[src/include/accel_cfg.svh]
`ifndef ACCEL_CFG_SVH
`define ACCEL_CFG_SVH

// ----------------------------------------------------------
// Stream and row geometry
// ----------------------------------------------------------
`define ACCEL_WORD_W      16
`define ACCEL_ROW_WORDS   4
`define ACCEL_ROW_W       64

// ----------------------------------------------------------
// Data memory
// ----------------------------------------------------------
`define ACCEL_MEM_DEPTH   16
`define ACCEL_ROW_ADDR_W  4
// Must hold 0 up to a full memory
`define ACCEL_COUNT_W     5

// Entries per stream FIFO
`define ACCEL_FIFO_DEPTH  2

// Debug bus
`define ACCEL_BUS_W       32
`define ACCEL_BUS_ADDR_W  12

`endif

[src/hdl/accel_pkg.sv]
`include "accel_cfg.svh"

package accel_pkg;

    // Vector types with a meaning
    typedef logic [`ACCEL_WORD_W-1:0]     word_t;
    typedef logic [`ACCEL_ROW_W-1:0]      row_t;
    typedef logic [`ACCEL_ROW_ADDR_W-1:0] row_addr_t;
    typedef logic [`ACCEL_COUNT_W-1:0]    row_count_t;
    typedef logic [`ACCEL_BUS_W-1:0]      bus_data_t;
    typedef logic [`ACCEL_BUS_ADDR_W-1:0] bus_addr_t;

    // Run sequencing
    typedef enum logic [1:0] {
        RUN_IDLE,
        RUN_LOAD,
        RUN_UNLOAD
    } run_state_e;

    // Loader FSM
    typedef enum logic [1:0] {
        LD_IDLE,
        LD_COUNT,
        LD_FILL
    } loader_state_e;

endpackage

[src/hdl/mem_port_if.sv]
interface mem_port_if import accel_pkg::*; ();

    // Client side of the request
    logic      req;
    logic      we;
    row_addr_t addr;
    row_t      wdata;

    // Arbiter answer, rdata one cycle after acceptance
    logic      gnt;
    row_t      rdata;

    modport client (
        output req, we, addr, wdata,
        input  gnt, rdata
    );

    modport arbiter (
        input  req, we, addr, wdata,
        output gnt, rdata
    );

endinterface

[src/hdl/stream_fifo.sv]
`include "accel_cfg.svh"

module stream_fifo import accel_pkg::*; (
    input  logic  clk,
    input  logic  rst,
    input  word_t din,
    input  logic  enq,
    output logic  full_n,
    output word_t dout,
    input  logic  deq,
    output logic  empty_n
);

    localparam int PTR_W = $clog2(`ACCEL_FIFO_DEPTH);
    localparam int CNT_W = $clog2(`ACCEL_FIFO_DEPTH + 1);

    word_t            mem_q [`ACCEL_FIFO_DEPTH];
    logic [PTR_W-1:0] wr_ptr;
    logic [PTR_W-1:0] rd_ptr;
    logic [CNT_W-1:0] count;
    logic             do_enq;
    logic             do_deq;

    assign full_n  = count != CNT_W'(`ACCEL_FIFO_DEPTH);
    assign empty_n = count != '0;
    assign do_enq  = enq && full_n;
    assign do_deq  = deq && empty_n;
    assign dout    = mem_q[rd_ptr];

    // Wraps correctly for any depth
    function automatic logic [PTR_W-1:0] next_ptr(input logic [PTR_W-1:0] ptr);
        return (ptr == PTR_W'(`ACCEL_FIFO_DEPTH - 1)) ? '0 : ptr + 1'b1;
    endfunction

    always_ff @(posedge clk) begin
        if (rst) begin
            wr_ptr <= '0;
            rd_ptr <= '0;
            count  <= '0;
        end else begin
            if (do_enq)
                wr_ptr <= next_ptr(wr_ptr);
            if (do_deq)
                rd_ptr <= next_ptr(rd_ptr);
            case ({do_enq, do_deq})
                2'b10:   count <= count + 1'b1;
                2'b01:   count <= count - 1'b1;
                default: count <= count;
            endcase
        end
    end

    always_ff @(posedge clk) begin
        if (do_enq)
            mem_q[wr_ptr] <= din;
    end

    // Producers and consumers must respect full_n and empty_n
    assert property (@(posedge clk) disable iff (rst) !(enq && !full_n))
        else $error("stream_fifo: enqueue while full");
    assert property (@(posedge clk) disable iff (rst) !(deq && !empty_n))
        else $error("stream_fifo: dequeue while empty");

endmodule

[src/hdl/row_loader.sv]
`include "accel_cfg.svh"

module row_loader import accel_pkg::*; (
    input  logic       clk,
    input  logic       rst,
    input  logic       load_start,
    input  word_t      fifo_dout,
    input  logic       fifo_empty_n,
    output logic       fifo_deq,
    mem_port_if.client mem,
    output row_count_t row_count,
    output logic       load_done
);

    localparam int WIDX_W = $clog2(`ACCEL_ROW_WORDS);

    loader_state_e     state;
    row_t              row_q;
    row_addr_t         waddr;
    logic [WIDX_W-1:0] widx;
    logic              req_q;
    logic              last_row;

    // No words taken while a row write is pending
    assign fifo_deq = fifo_empty_n && !req_q && (state != LD_IDLE);
    assign last_row = (row_count_t'(waddr) + row_count_t'(1)) == row_count;

    assign mem.req   = req_q;
    assign mem.we    = 1'b1;
    assign mem.addr  = waddr;
    assign mem.wdata = row_q;

    always_ff @(posedge clk) begin
        if (rst) begin
            state     <= LD_IDLE;
            waddr     <= '0;
            widx      <= '0;
            req_q     <= 1'b0;
            row_count <= '0;
            load_done <= 1'b0;
        end else begin
            load_done <= 1'b0;
            case (state)
                LD_IDLE: begin
                    if (load_start)
                        state <= LD_COUNT;
                end
                LD_COUNT: begin
                    if (fifo_empty_n) begin
                        row_count <= fifo_dout[`ACCEL_COUNT_W-1:0];
                        waddr     <= '0;
                        widx      <= '0;
                        if (fifo_dout[`ACCEL_COUNT_W-1:0] == '0) begin
                            load_done <= 1'b1;
                            state     <= LD_IDLE;
                        end else begin
                            state <= LD_FILL;
                        end
                    end
                end
                LD_FILL: begin
                    if (req_q) begin
                        if (mem.gnt) begin
                            req_q <= 1'b0;
                            waddr <= waddr + 1'b1;
                            if (last_row) begin
                                load_done <= 1'b1;
                                state     <= LD_IDLE;
                            end
                        end
                    end else if (fifo_empty_n) begin
                        if (widx == WIDX_W'(`ACCEL_ROW_WORDS - 1)) begin
                            widx  <= '0;
                            req_q <= 1'b1;
                        end else begin
                            widx <= widx + 1'b1;
                        end
                    end
                end
                default: state <= LD_IDLE;
            endcase
        end
    end

    // Newest word enters at the top, so the first word ends up lowest
    always_ff @(posedge clk) begin
        if (fifo_deq && state == LD_FILL)
            row_q <= {fifo_dout, row_q[`ACCEL_ROW_W-1:`ACCEL_WORD_W]};
    end

    // Count must fit the data memory
    assert property (@(posedge clk) disable iff (rst)
        (state == LD_COUNT && fifo_empty_n) |=> row_count <= row_count_t'(`ACCEL_MEM_DEPTH))
        else $error("row_loader: row count exceeds memory depth");

endmodule

[src/hdl/row_unloader.sv]
`include "accel_cfg.svh"

module row_unloader import accel_pkg::*; (
    input  logic       clk,
    input  logic       rst,
    input  logic       unload_start,
    input  row_count_t unload_count,
    mem_port_if.client mem,
    output word_t      fifo_din,
    output logic       fifo_enq,
    input  logic       fifo_full_n,
    output logic       unload_done
);

    localparam int WIDX_W = $clog2(`ACCEL_ROW_WORDS);

    row_t              row_q;
    row_addr_t         raddr;
    logic [WIDX_W-1:0] widx;
    logic              req_q;
    logic              cap_q;
    logic              have_row;
    logic              last_word;
    logic              last_row;

    assign last_word = widx == WIDX_W'(`ACCEL_ROW_WORDS - 1);
    assign last_row  = (row_count_t'(raddr) + row_count_t'(1)) == unload_count;

    assign fifo_din = row_q[`ACCEL_WORD_W-1:0];
    assign fifo_enq = have_row && fifo_full_n;

    // Fires with the final enqueue, or at once for an empty run
    assign unload_done = (unload_start && unload_count == '0)
                       || (fifo_enq && last_word && last_row);

    // Read-only client
    assign mem.req   = req_q;
    assign mem.we    = 1'b0;
    assign mem.addr  = raddr;
    assign mem.wdata = '0;

    always_ff @(posedge clk) begin
        if (rst) begin
            raddr    <= '0;
            widx     <= '0;
            req_q    <= 1'b0;
            cap_q    <= 1'b0;
            have_row <= 1'b0;
        end else begin
            if (unload_start && unload_count != '0) begin
                raddr <= '0;
                req_q <= 1'b1;
            end
            if (req_q && mem.gnt) begin
                req_q <= 1'b0;
                cap_q <= 1'b1;
            end
            // rdata valid one cycle after the grant
            if (cap_q) begin
                cap_q    <= 1'b0;
                have_row <= 1'b1;
                widx     <= '0;
            end
            if (fifo_enq) begin
                widx <= widx + 1'b1;
                if (last_word) begin
                    have_row <= 1'b0;
                    widx     <= '0;
                    // Next read only once the held row is fully sent
                    if (!last_row) begin
                        raddr <= raddr + 1'b1;
                        req_q <= 1'b1;
                    end
                end
            end
        end
    end

    always_ff @(posedge clk) begin
        if (cap_q)
            row_q <= mem.rdata;
        else if (fifo_enq)
            row_q <= row_q >> `ACCEL_WORD_W;
    end

endmodule

[src/hdl/data_mem_arbiter.sv]
`include "accel_cfg.svh"

module data_mem_arbiter import accel_pkg::*; (
    input  logic        clk,
    mem_port_if.arbiter loader_port,
    mem_port_if.arbiter unloader_port,
    input  logic        busy,
    input  logic        wbs_debug,
    input  logic        wbs_mem_we,
    input  logic        wbs_mem_re,
    input  bus_addr_t   wbs_mem_addr,
    input  bus_data_t   wbs_mem_wdata,
    output bus_data_t   wbs_mem_rdata
);

    row_t      mem_q [`ACCEL_MEM_DEPTH];
    row_t      rd_q;
    logic      cl_req;
    logic      cl_we;
    row_addr_t cl_addr;
    row_t      cl_wdata;
    logic      dbg_go;
    row_addr_t dbg_row;
    int        dbg_lsb;

    // ----------------------------------------------------------
    // Fixed priority, loader first
    // ----------------------------------------------------------
    assign loader_port.gnt     = loader_port.req;
    assign unloader_port.gnt   = unloader_port.req && !loader_port.req;
    assign loader_port.rdata   = rd_q;
    assign unloader_port.rdata = rd_q;

    assign cl_req = loader_port.req || unloader_port.req;

    always_comb begin
        if (loader_port.req) begin
            cl_we    = loader_port.we;
            cl_addr  = loader_port.addr;
            cl_wdata = loader_port.wdata;
        end else begin
            cl_we    = unloader_port.we;
            cl_addr  = unloader_port.addr;
            cl_wdata = unloader_port.wdata;
        end
    end

    // Debug gets the port only outside a run; bit 0 picks the half
    assign dbg_go  = wbs_debug && !busy && !cl_req;
    assign dbg_row = wbs_mem_addr[`ACCEL_ROW_ADDR_W:1];
    assign dbg_lsb = int'(wbs_mem_addr[0]) * `ACCEL_BUS_W;

    // ----------------------------------------------------------
    // Single-port bank
    // ----------------------------------------------------------
    always_ff @(posedge clk) begin
        if (cl_req) begin
            if (cl_we)
                mem_q[cl_addr] <= cl_wdata;
            else
                rd_q <= mem_q[cl_addr];
        end else if (dbg_go && wbs_mem_we) begin
            mem_q[dbg_row][dbg_lsb +: `ACCEL_BUS_W] <= wbs_mem_wdata;
        end else if (dbg_go && wbs_mem_re) begin
            wbs_mem_rdata <= mem_q[dbg_row][dbg_lsb +: `ACCEL_BUS_W];
        end
    end

    // Load and unload phases never overlap
    assert property (@(posedge clk) loader_port.req |-> !unloader_port.req)
        else $error("data_mem_arbiter: loader and unloader request together");

endmodule

[src/hdl/run_controller.sv]
module run_controller import accel_pkg::*; (
    input  logic       clk,
    input  logic       rst,
    input  logic       wbs_fsm_start,
    output logic       wbs_fsm_done,
    output logic       busy,
    output logic       load_start,
    input  logic       load_done,
    input  row_count_t row_count,
    output logic       unload_start,
    output row_count_t unload_count,
    input  logic       unload_done
);

    run_state_e state;
    row_count_t count_q;

    // Stays high through the done cycle
    assign busy         = (state != RUN_IDLE) || wbs_fsm_done;
    assign unload_count = count_q;

    // ----------------------------------------------------------
    // Run sequence, start ignored unless idle
    // ----------------------------------------------------------
    always_ff @(posedge clk) begin
        if (rst) begin
            state        <= RUN_IDLE;
            load_start   <= 1'b0;
            unload_start <= 1'b0;
            wbs_fsm_done <= 1'b0;
        end else begin
            load_start   <= 1'b0;
            unload_start <= 1'b0;
            wbs_fsm_done <= 1'b0;
            case (state)
                RUN_IDLE: begin
                    if (wbs_fsm_start) begin
                        state      <= RUN_LOAD;
                        load_start <= 1'b1;
                    end
                end
                RUN_LOAD: begin
                    if (load_done) begin
                        state        <= RUN_UNLOAD;
                        unload_start <= 1'b1;
                    end
                end
                RUN_UNLOAD: begin
                    if (unload_done) begin
                        state        <= RUN_IDLE;
                        wbs_fsm_done <= 1'b1;
                    end
                end
                default: state <= RUN_IDLE;
            endcase
        end
    end

    // Loaded count, valid when unload_start rises
    always_ff @(posedge clk) begin
        if (state == RUN_LOAD && load_done)
            count_q <= row_count;
    end

endmodule

[src/hdl/accel_top.sv]
module accel_top import accel_pkg::*; (
    input  logic      clk,
    input  logic      rst,
    // Stream ports
    input  word_t     input_data,
    input  logic      input_vld,
    output logic      input_rdy,
    output word_t     output_data,
    output logic      output_vld,
    input  logic      output_rdy,
    // Wishbone side
    input  logic      wbs_debug,
    input  logic      wbs_fsm_start,
    output logic      wbs_fsm_done,
    input  logic      wbs_mem_we,
    input  logic      wbs_mem_re,
    input  bus_addr_t wbs_mem_addr,
    input  bus_data_t wbs_mem_wdata,
    output bus_data_t wbs_mem_rdata
);

    word_t      input_fifo_dout;
    logic       input_fifo_empty_n;
    logic       input_fifo_deq;
    word_t      output_fifo_din;
    logic       output_fifo_enq;
    logic       output_fifo_full_n;
    logic       busy;
    logic       load_start;
    logic       load_done;
    row_count_t row_count;
    logic       unload_start;
    row_count_t unload_count;
    logic       unload_done;

    mem_port_if loader_mem ();
    mem_port_if unloader_mem ();

    // ----------------------------------------------------------
    // Stream FIFOs
    // ----------------------------------------------------------
    stream_fifo input_fifo_inst (
        .clk     (clk                   ),
        .rst     (rst                   ),
        .din     (input_data            ),
        .enq     (input_vld && input_rdy),
        .full_n  (input_rdy             ),
        .dout    (input_fifo_dout       ),
        .deq     (input_fifo_deq        ),
        .empty_n (input_fifo_empty_n    )
    );

    stream_fifo output_fifo_inst (
        .clk     (clk                     ),
        .rst     (rst                     ),
        .din     (output_fifo_din         ),
        .enq     (output_fifo_enq         ),
        .full_n  (output_fifo_full_n      ),
        .dout    (output_data             ),
        .deq     (output_rdy && output_vld),
        .empty_n (output_vld              )
    );

    // ----------------------------------------------------------
    // Load, unload and memory
    // ----------------------------------------------------------
    row_loader row_loader_inst (
        .clk          (clk               ),
        .rst          (rst               ),
        .load_start   (load_start        ),
        .fifo_dout    (input_fifo_dout   ),
        .fifo_empty_n (input_fifo_empty_n),
        .fifo_deq     (input_fifo_deq    ),
        .mem          (loader_mem.client ),
        .row_count    (row_count         ),
        .load_done    (load_done         )
    );

    row_unloader row_unloader_inst (
        .clk          (clk                ),
        .rst          (rst                ),
        .unload_start (unload_start       ),
        .unload_count (unload_count       ),
        .mem          (unloader_mem.client),
        .fifo_din     (output_fifo_din    ),
        .fifo_enq     (output_fifo_enq    ),
        .fifo_full_n  (output_fifo_full_n ),
        .unload_done  (unload_done        )
    );

    data_mem_arbiter data_mem_arbiter_inst (
        .clk           (clk                 ),
        .loader_port   (loader_mem.arbiter  ),
        .unloader_port (unloader_mem.arbiter),
        .busy          (busy                ),
        .wbs_debug     (wbs_debug           ),
        .wbs_mem_we    (wbs_mem_we          ),
        .wbs_mem_re    (wbs_mem_re          ),
        .wbs_mem_addr  (wbs_mem_addr        ),
        .wbs_mem_wdata (wbs_mem_wdata       ),
        .wbs_mem_rdata (wbs_mem_rdata       )
    );

    run_controller run_controller_inst (
        .clk           (clk          ),
        .rst           (rst          ),
        .wbs_fsm_start (wbs_fsm_start),
        .wbs_fsm_done  (wbs_fsm_done ),
        .busy          (busy         ),
        .load_start    (load_start   ),
        .load_done     (load_done    ),
        .row_count     (row_count    ),
        .unload_start  (unload_start ),
        .unload_count  (unload_count ),
        .unload_done   (unload_done  )
    );

endmodule

[config.mk]
export PLATFORM = sky130hd
export DESIGN_NAME = accel_top
export DESIGN_NICKNAME = d
export VERILOG_FILES = /design/src/hdl/accel_pkg.sv /design/src/hdl/mem_port_if.sv /design/src/hdl/stream_fifo.sv /design/src/hdl/row_loader.sv /design/src/hdl/row_unloader.sv /design/src/hdl/data_mem_arbiter.sv /design/src/hdl/run_controller.sv /design/src/hdl/accel_top.sv
export VERILOG_INCLUDE_DIRS = /design/src /design/src/include
export SDC_FILE = /design/constraint.sdc
export NUM_CORES = 2
export LEC_CHECK = 0
export ABC_AREA = 1
export BUFFER_PORTS_ARGS = -buffer_cell sky130_fd_sc_hd__buf_4
export CORE_MARGIN = 4
export CORE_UTILIZATION = 30
export DETAILED_ROUTE_END_ITERATION = 12
export GPL_TIMING_DRIVEN = 0
export RECOVER_POWER = 100
export SYNTH_ARGS = -nofsm -noshare
export SYNTH_HDL_FRONTEND = slang
export SYNTH_HIERARCHICAL = 1
export SYNTH_SLANG_ARGS = --single-unit
export TNS_END_PERCENT = 20
[constraint.sdc]
create_clock -name clk -period 6.8 [get_ports clk]
set_clock_uncertainty 0.2 [all_clocks]
set_input_delay 0.34 -clock clk [delete_from_list [all_inputs] [get_ports clk]]
set_output_delay 0.34 -clock clk [all_outputs]
set_load 0.03 [all_outputs]
== Word level (Yosys, flattened, before mapping) ==
Memories as Yosys holds them, arrays and structs flattened. A register that Yosys moved wholly into a read port is not among the register bits.
Index checks and enable logic that the tools add are counted.

* Add/sub/neg operators: 15
* $mul: 0
* Div/mod/pow operators: 0
* $lt $le $gt $ge: 0
* Equality and inequality tests: 23
* Shift operators: 3
* Muxes and demuxes: 73
* Bitwise gates (word level): 6
* Reduce and logical (&&, ||, !) cells: 52

{| class="wikitable"
|+ Operator list
! kind !! number
|-
| 64-bit 2-to-1 mux || 6
|-
| 64-bit OR reduction || 1
|-
| 32-bit by 33-bit variable shift with 64-bit output, first input constant || 1
|-
| 32-bit by 33-bit indexed part select with 64-bit output || 1
|-
| 64-bit by 7-bit indexed part select with 32-bit output || 1
|-
| 1-bit 2-to-1 mux || 37
|-
| 6-bit negator with 33-bit output || 1
|-
| 4-bit 2-to-1 mux || 8
|-
| 2-bit 2-to-1 mux || 15
|-
| 1-bit logical AND || 21
|-
| 2-bit inequality test, second input constant || 8
|-
| 2-bit nonzero test || 8
|-
| 2-bit == test, second input constant || 6
|-
| 2-bit case mux with 2 select lines || 3
|-
| 2-bit case mux with 3 select lines || 2
|-
| 4-bit by 1-bit adder with 5-bit output, second input constant || 2
|-
| 5-bit == test || 2
|-
| 5-bit zero test || 2
|-
| 3-bit AND reduction || 3
|-
| 2-bit by 1-bit adder with 2-bit output, second input constant || 4
|-
| 4-bit by 1-bit adder with 4-bit output, second input constant || 2
|-
| 2-bit by 1-bit == test with 1-bit output, second input constant || 4
|-
| 4-bit case mux with 2 select lines || 1
|-
| 4-bit AND reduction || 2
|-
| 11 further kinds || 31
|}

* Register bits after elaboration: 202
* Latch bits: 0
* Memory bits (writable): 1088
* Memory bits (read-only): 0
* Input bits: 68
* Output and inout port bits: 51
* Word-level logic and storage cells: 200
* Memories kept: 3

{| class="wikitable"
|+ Memories
! memory !! words !! bits a word !! rd ports !! clocked after Yosys merged registers in !! write ports !! RTL line !! source
|-
| data_mem_arbiter_inst.mem_q || 16 || 64 || 2 || 1 || 1 || data_mem_arbiter.sv:16 || <nowiki>row_t mem_q [`ACCEL_MEM_DEPTH];</nowiki>
|-
| input_fifo_inst.mem_q || 2 || 16 || 1 || 1 || 1 || stream_fifo.sv:17 || <nowiki>word_t mem_q [`ACCEL_FIFO_DEPTH];</nowiki>
|-
| output_fifo_inst.mem_q || 2 || 16 || 1 || 1 || 1 || stream_fifo.sv:17 ||
|}

== Depth between registers and ports, before layout ==
* Word-level depth: 11
* Gate-level depth with buffers: 12
* Depth with buffers taken out: 12

== By module ==
Netlist, hierarchy kept.

{| class="wikitable"
|+ By module, submodules not included
! module !! instances !! cells an instance !! area an instance (µm²) !! sequential area each (µm²)
|-
| data_mem_arbiter || 1 || 7079 || 59273.1 || 33632.3
|-
| row_unloader || 1 || 326 || 3798.6 || 2102.0
|-
| stream_fifo || 2 || 88 || 1453.9 || 1061.0
|-
| row_loader || 1 || 193 || 2792.7 || 2222.1
|-
| run_controller || 1 || 30 || 342.8 || 250.2
|-
| accel_top || 1 || 4 || 15.0 || 0.0
|}

== Least setup slack after synthesis ==
No wires, ideal clock.

* Kind: register -> register
* Start: register row_loader_inst.state[0]
* End: register row_loader_inst.row_q[0] (netlist: row_loader_inst/mem.wdata[0]) (enable)
* Setup time: 0.565 ns
* Arrival time: 5.094 ns
* Data required time: 6.035 ns
* Setup slack: 0.941 ns
* Cell stages (with the launch flop): 5
* Path buffers: 0
* Period minus slack after synthesis: 5.859 ns
* Path through: dfxtp_1 > inv_1 > ha_1 > nand2_1 > nor3_1

* Longest elaborated chain between the ends: 3
* Elaborated cells on any way between the ends: 4
* Those cells by class: eq/ne (1); reduce/logical (3)

{| class="wikitable"
|+ RTL lines
! what !! RTL line !! source
|-
| from (decl) || row_loader.sv:17 || <nowiki>loader_state_e state;</nowiki>
|-
| from (signal assigned) || row_loader.sv:35 || <nowiki>state <= LD_IDLE;</nowiki>
|-
| from (signal assigned) || row_loader.sv:46 || <nowiki>state <= LD_COUNT;</nowiki>
|-
| from (signal assigned) || row_loader.sv:55 || <nowiki>state <= LD_IDLE;</nowiki>
|-
| 2-bit nonzero test || row_loader.sv:25 || <nowiki>assign fifo_deq = fifo_empty_n && !req_q && (state != LD_IDLE);</nowiki>
|-
| 1-bit logical AND || row_loader.sv:25 ||
|-
| 1-bit logical AND (*) || row_loader.sv:87 || <nowiki>if (fifo_deq && state == LD_FILL)</nowiki>
|-
| to (signal assigned) || row_loader.sv:88 || <nowiki>row_q <= {fifo_dout, row_q[`ACCEL_ROW_W-1:`ACCEL_WORD_W]};</nowiki>
|-
| to (decl) || row_loader.sv:18 || <nowiki>row_t row_q;</nowiki>
|}

Every way passes the cells marked *; elsewhere a longest branch is shown, timed or not.
A chain may end at the register's enable or synchronous reset.

== Worst setup path in the final report ==
* Start: register row_loader_inst.req_q (netlist: row_loader_inst/mem.req)
* End: memory data_mem_arbiter_inst/mem_q[10][12] in the netlist's numbering (enable)

* Longest elaborated chain between the ends: 9
* Elaborated cells on any way between the ends: 15
* Those cells by class: mux (10); reduce/logical (5)

{| class="wikitable"
|+ RTL lines
! what !! RTL line !! source
|-
| from (decl) || row_loader.sv:21 || <nowiki>logic req_q;</nowiki>
|-
| from (signal assigned) || row_loader.sv:38 || <nowiki>req_q <= 1'b0;</nowiki>
|-
| from (signal assigned) || row_loader.sv:64 || <nowiki>req_q <= 1'b0;</nowiki>
|-
| from (signal assigned) || row_loader.sv:74 || <nowiki>req_q <= 1'b1;</nowiki>
|-
| 1-bit logical OR || data_mem_arbiter.sv:34 || <nowiki>assign cl_req = loader_port.req || unloader_port.req;</nowiki>
|-
| 1-bit zero test || data_mem_arbiter.sv:49 || <nowiki>assign dbg_go = wbs_debug && !busy && !cl_req;</nowiki>
|-
| 1-bit logical AND || data_mem_arbiter.sv:49 ||
|-
| 1-bit logical AND || data_mem_arbiter.sv:62 || <nowiki>end else if (dbg_go && wbs_mem_we) begin</nowiki>
|-
| 1-bit 2-to-1 mux || data_mem_arbiter.sv:62 ||
|-
| 1-bit 2-to-1 mux || data_mem_arbiter.sv:57 || <nowiki>if (cl_req) begin</nowiki>
|-
| 64-bit 2-to-1 mux || data_mem_arbiter.sv:63 || <nowiki>mem_q[dbg_row][dbg_lsb +: `ACCEL_BUS_W] <= wbs_mem_wdata;</nowiki>
|-
| 64-bit OR reduction (no line) || -- ||
|-
| 4-bit 2-to-1 mux (no line) / 64-bit 2-to-1 mux (equally long branches) || -- ||
|-
| to (decl) || data_mem_arbiter.sv:16 ||
|}

Parallel ways exist; a longest one is shown, timed or not.

==> results.json <==
{
  "fillers": 23200,
  "clock_path_buffers": 3,
  "wl_per_cell_um": 30.5,
  "cts-htree-levels": 4,
  "critPathLaunchType": "register",
  "start_util_pct": 30.3,
  "netlist.area_leader.share_pct": 57.2,
  "postRouteAntennaNets": 0,
  "cp.arrival_ns": 5.86,
  "p_leak_nw": 34.1,
  "fin_crit_sh_pct": 83.3,
  "p_total_w": 0.0197,
  "ir_drop_v": 0.000235,
  "multiInputGateArea_mm2": 0.0222,
  "synth_seq_cells": 1356,
  "final_cell_mix": "nand2_1 (2724), nand3_1 (1624), edfxtp_1 (1317)",
  "ys_types": 38,
  "ctsResizeCount": 0,
  "path_buf_inv": 4,
  "crit_path_top_delay_cell": "clkbuf_1",
  "nets": 8383,
  "path_delay_family": "buffers and inverters",
  "syn-cell-area_mm2": 0.0691,
  "outcome": "complete, but fails checks",
  "wirelength_mm": 349,
  "hold_buffers": 56,
  "dieWidth_um": 488,
  "track_usage_pct": 28.4,
  "avgSynthCellArea_um2": 8.85,
  "clock_latency_ns": 0.86,
  "setup_violations": 0,
  "cts_tree": "yes",
  "p_per_area_mw_per_mm2": 244,
  "vias_per_cell": 5.48,
  "clockRootBuffer": "clkbuf_16",
  "violations": "capacitance limit, slew limit",
  "fmax_ghz": 0.177,
  "cts_made_buffers": 153,
  "die_y_um": 488,
  "yosys_warnings": 6,
  "rsz0062_at_grt": "false",
  "netlist_top_cells_area": "edfxtp_1 (57%), nand2_1 (15%), nand3_1 (12%)",
  "async_reset_ff_share_pct": 0,
  "fin_crit_ns": 5.66,
  "dpl.hpwl_mm": 243,
  "worstPathCellList": "clkbuf_1 -> o21ai_0 -> buf_4 -> nand2_1 -> o21ai_0 -> nor2_1 -> nand2_1 -> nor2_1 -> buf_12 -> clkbuf_1",
  "grt_pass1_vias": 58000,
  "seq_area_mm2": 0.0403,
  "design.die.area_mm2": 0.238,
  "vias": 62800,
  "max_stage_delay_ns": 1.24,
  "drt_iter0_drc": 10400,
  "drc": 0,
  "final_core_util_pct": 35.4,
  "grt_first_pass_wirelength_mm": 466,
  "synthFlopType": "edfxtp_1",
  "yosys.area.top_type": "edfxtp_1",
  "relSlewSlack_pct": -143,
  "post_cts_buffers": 0,
  "yosysSeqAreaShare_pct": 58.3,
  "drive_gt1_share_pct": 9.67,
  "synth_edf_count": 1317,
  "drv_slew": 782,
  "grt_start_max_net_pins": 66,
  "critPathKind": "reg2reg",
  "crit_fanout": 18,
  "first_pass_iters": 9,
  "syn_inst": 7808,
  "max_cap_viol_count": 56,
  "port_buffers": 108,
  "crit_required_ns": 7.00,
  "overflow": 0,
  "final_common_cell": "nand2_1",
  "area_growth_pct": 16.9,
  "clock_sinks": 1356,
  "worst_pin_slew_ns": 3.64,
  "min_path_type": "in2reg",
  "path_clk_slew_ns": 0.06,
  "core.rowCount": 175,
  "hold_viol": 0,
  "ios": 119,
  "core_area_mm2": 0.228,
  "end_kind": "register",
  "antenna_found_initial": 25,
  "gp_congestion": 1.00
}
registers in the layout, summed over array words and instances (netlist names), 4 cells and up, named ones only:
register,count
row_loader_inst/mem.wdata,64
row_unloader_inst/mem.addr,4
input_fifo_inst/mem_q,32
row_loader_inst/mem.addr,4
data_mem_arbiter_inst/loader_port.rdata,64
run_controller_inst/unload_count,5
output_fifo_inst/mem_q,32
row_unloader_inst/row_q,64
data_mem_arbiter_inst/wbs_mem_rdata,32
row_loader_inst/row_count,5
data_mem_arbiter_inst/mem_q,1024
report_power, final:
group | switching [W] | total, W | internal (W)
Combinational | 0.00131 | 0.00170 | 0.000385
Sequential | 0.0000426 | 0.00937 | 0.00933
Clock | 0.00366 | 0.00865 | 0.00499
final cells by class:
cell class                      count  area share, %
Sequential cell                  1356           49.9
Clock inverter                    100           1.38
Clock buffer                      176           4.95
Timing Repair Buffer              279           2.97
Buffer                            624           4.08
Inverter                          959           4.46
Multi-Input combinational cell   4933           27.5
Tap cell                         3009           4.66
Antenna cell                       25         0.0774
worst paths after layout:
check / from / to / slack, ns / depth (start not counted)
worst max register to register: row_loader_inst/mem.req / data_mem_arbiter_inst/mem_q[10][12] / 1.14 / 10
worst min-delay path: input_data[13] / input_fifo_inst/mem_q[0][13] / 0.07 / 2
worst max-delay path: row_loader_inst/mem.req / data_mem_arbiter_inst/mem_q[10][12] / 1.14 / 10
worst min register to register: row_loader_inst/mem.wdata[54] / row_loader_inst/mem.wdata[38] / 0.24 / 0
Yosys cell counts, types with 3 or more instances:
master and instances:
inv_2 9, nand2_1 2721, a21oi_1 21, nand4_1 9
ha_1 9, buf_6 3, buf_4 188, dfxtp_1 39
clkbuf_1 137, inv_1 949, o21ai_0 20, nand3b_1 65
nand3_1 1623, edfxtp_1 1317, o21ai_1 5, mux2_4 20
nor2_1 220, buf_2 227, o21ai_2 4, nand2_2 7
nor3_1 6, mux2_2 60, buf_1 67, o32ai_1 64
metrics by stage:
step	TNS (ns)	hold slack, ns	area [um2]	setup WS (ns)	std cells
finish	0	0.0686	80800	1.14	11500
global route	0	0.0647	80700	1.30	11400
global placement	-212.15	0.235	73900	-1.29	11000
floorplan	0	0.209	69400	0.941	7872
CTS	0	0.000106	82800	2.76	11400
detailed placement	0	0.238	77200	2.71	11100
per-layer routing:
layer | routed length (um) | track usage, % | share of wire, % | vias to the layer above
met5 | 164 | 0 | 0.047 | -
met4 | 31300 | 20.9 | 9.0 | 10
met3 | 50500 | 9.47 | 14 | 1280
met2 | 144000 | 41.2 | 41 | 5085
met1 | 124000 | 34.9 | 35 | 30000
li1 | - | - | - | 26400
cells by family after synthesis:
group,share of synthesized area (%)
other cells,0.0109
simple gates,28.7
compound gates,1.21
flops,58.3
buf+inv,10.1
mux,1.41
fa+ha+maj,0.163
xor+xnor,0.0253
worst reg2reg max path, delay by kind of cell (launching register included):
family                 cells  cell delay (ns)
AO/OA/AOI/OAI              2             1.08
buffers and inverters      4             2.42
flip-flops                 1             0.54
AND/OR/NAND/NOR            4             0.97
Note: power is estimated with default switching activity, not from simulation.
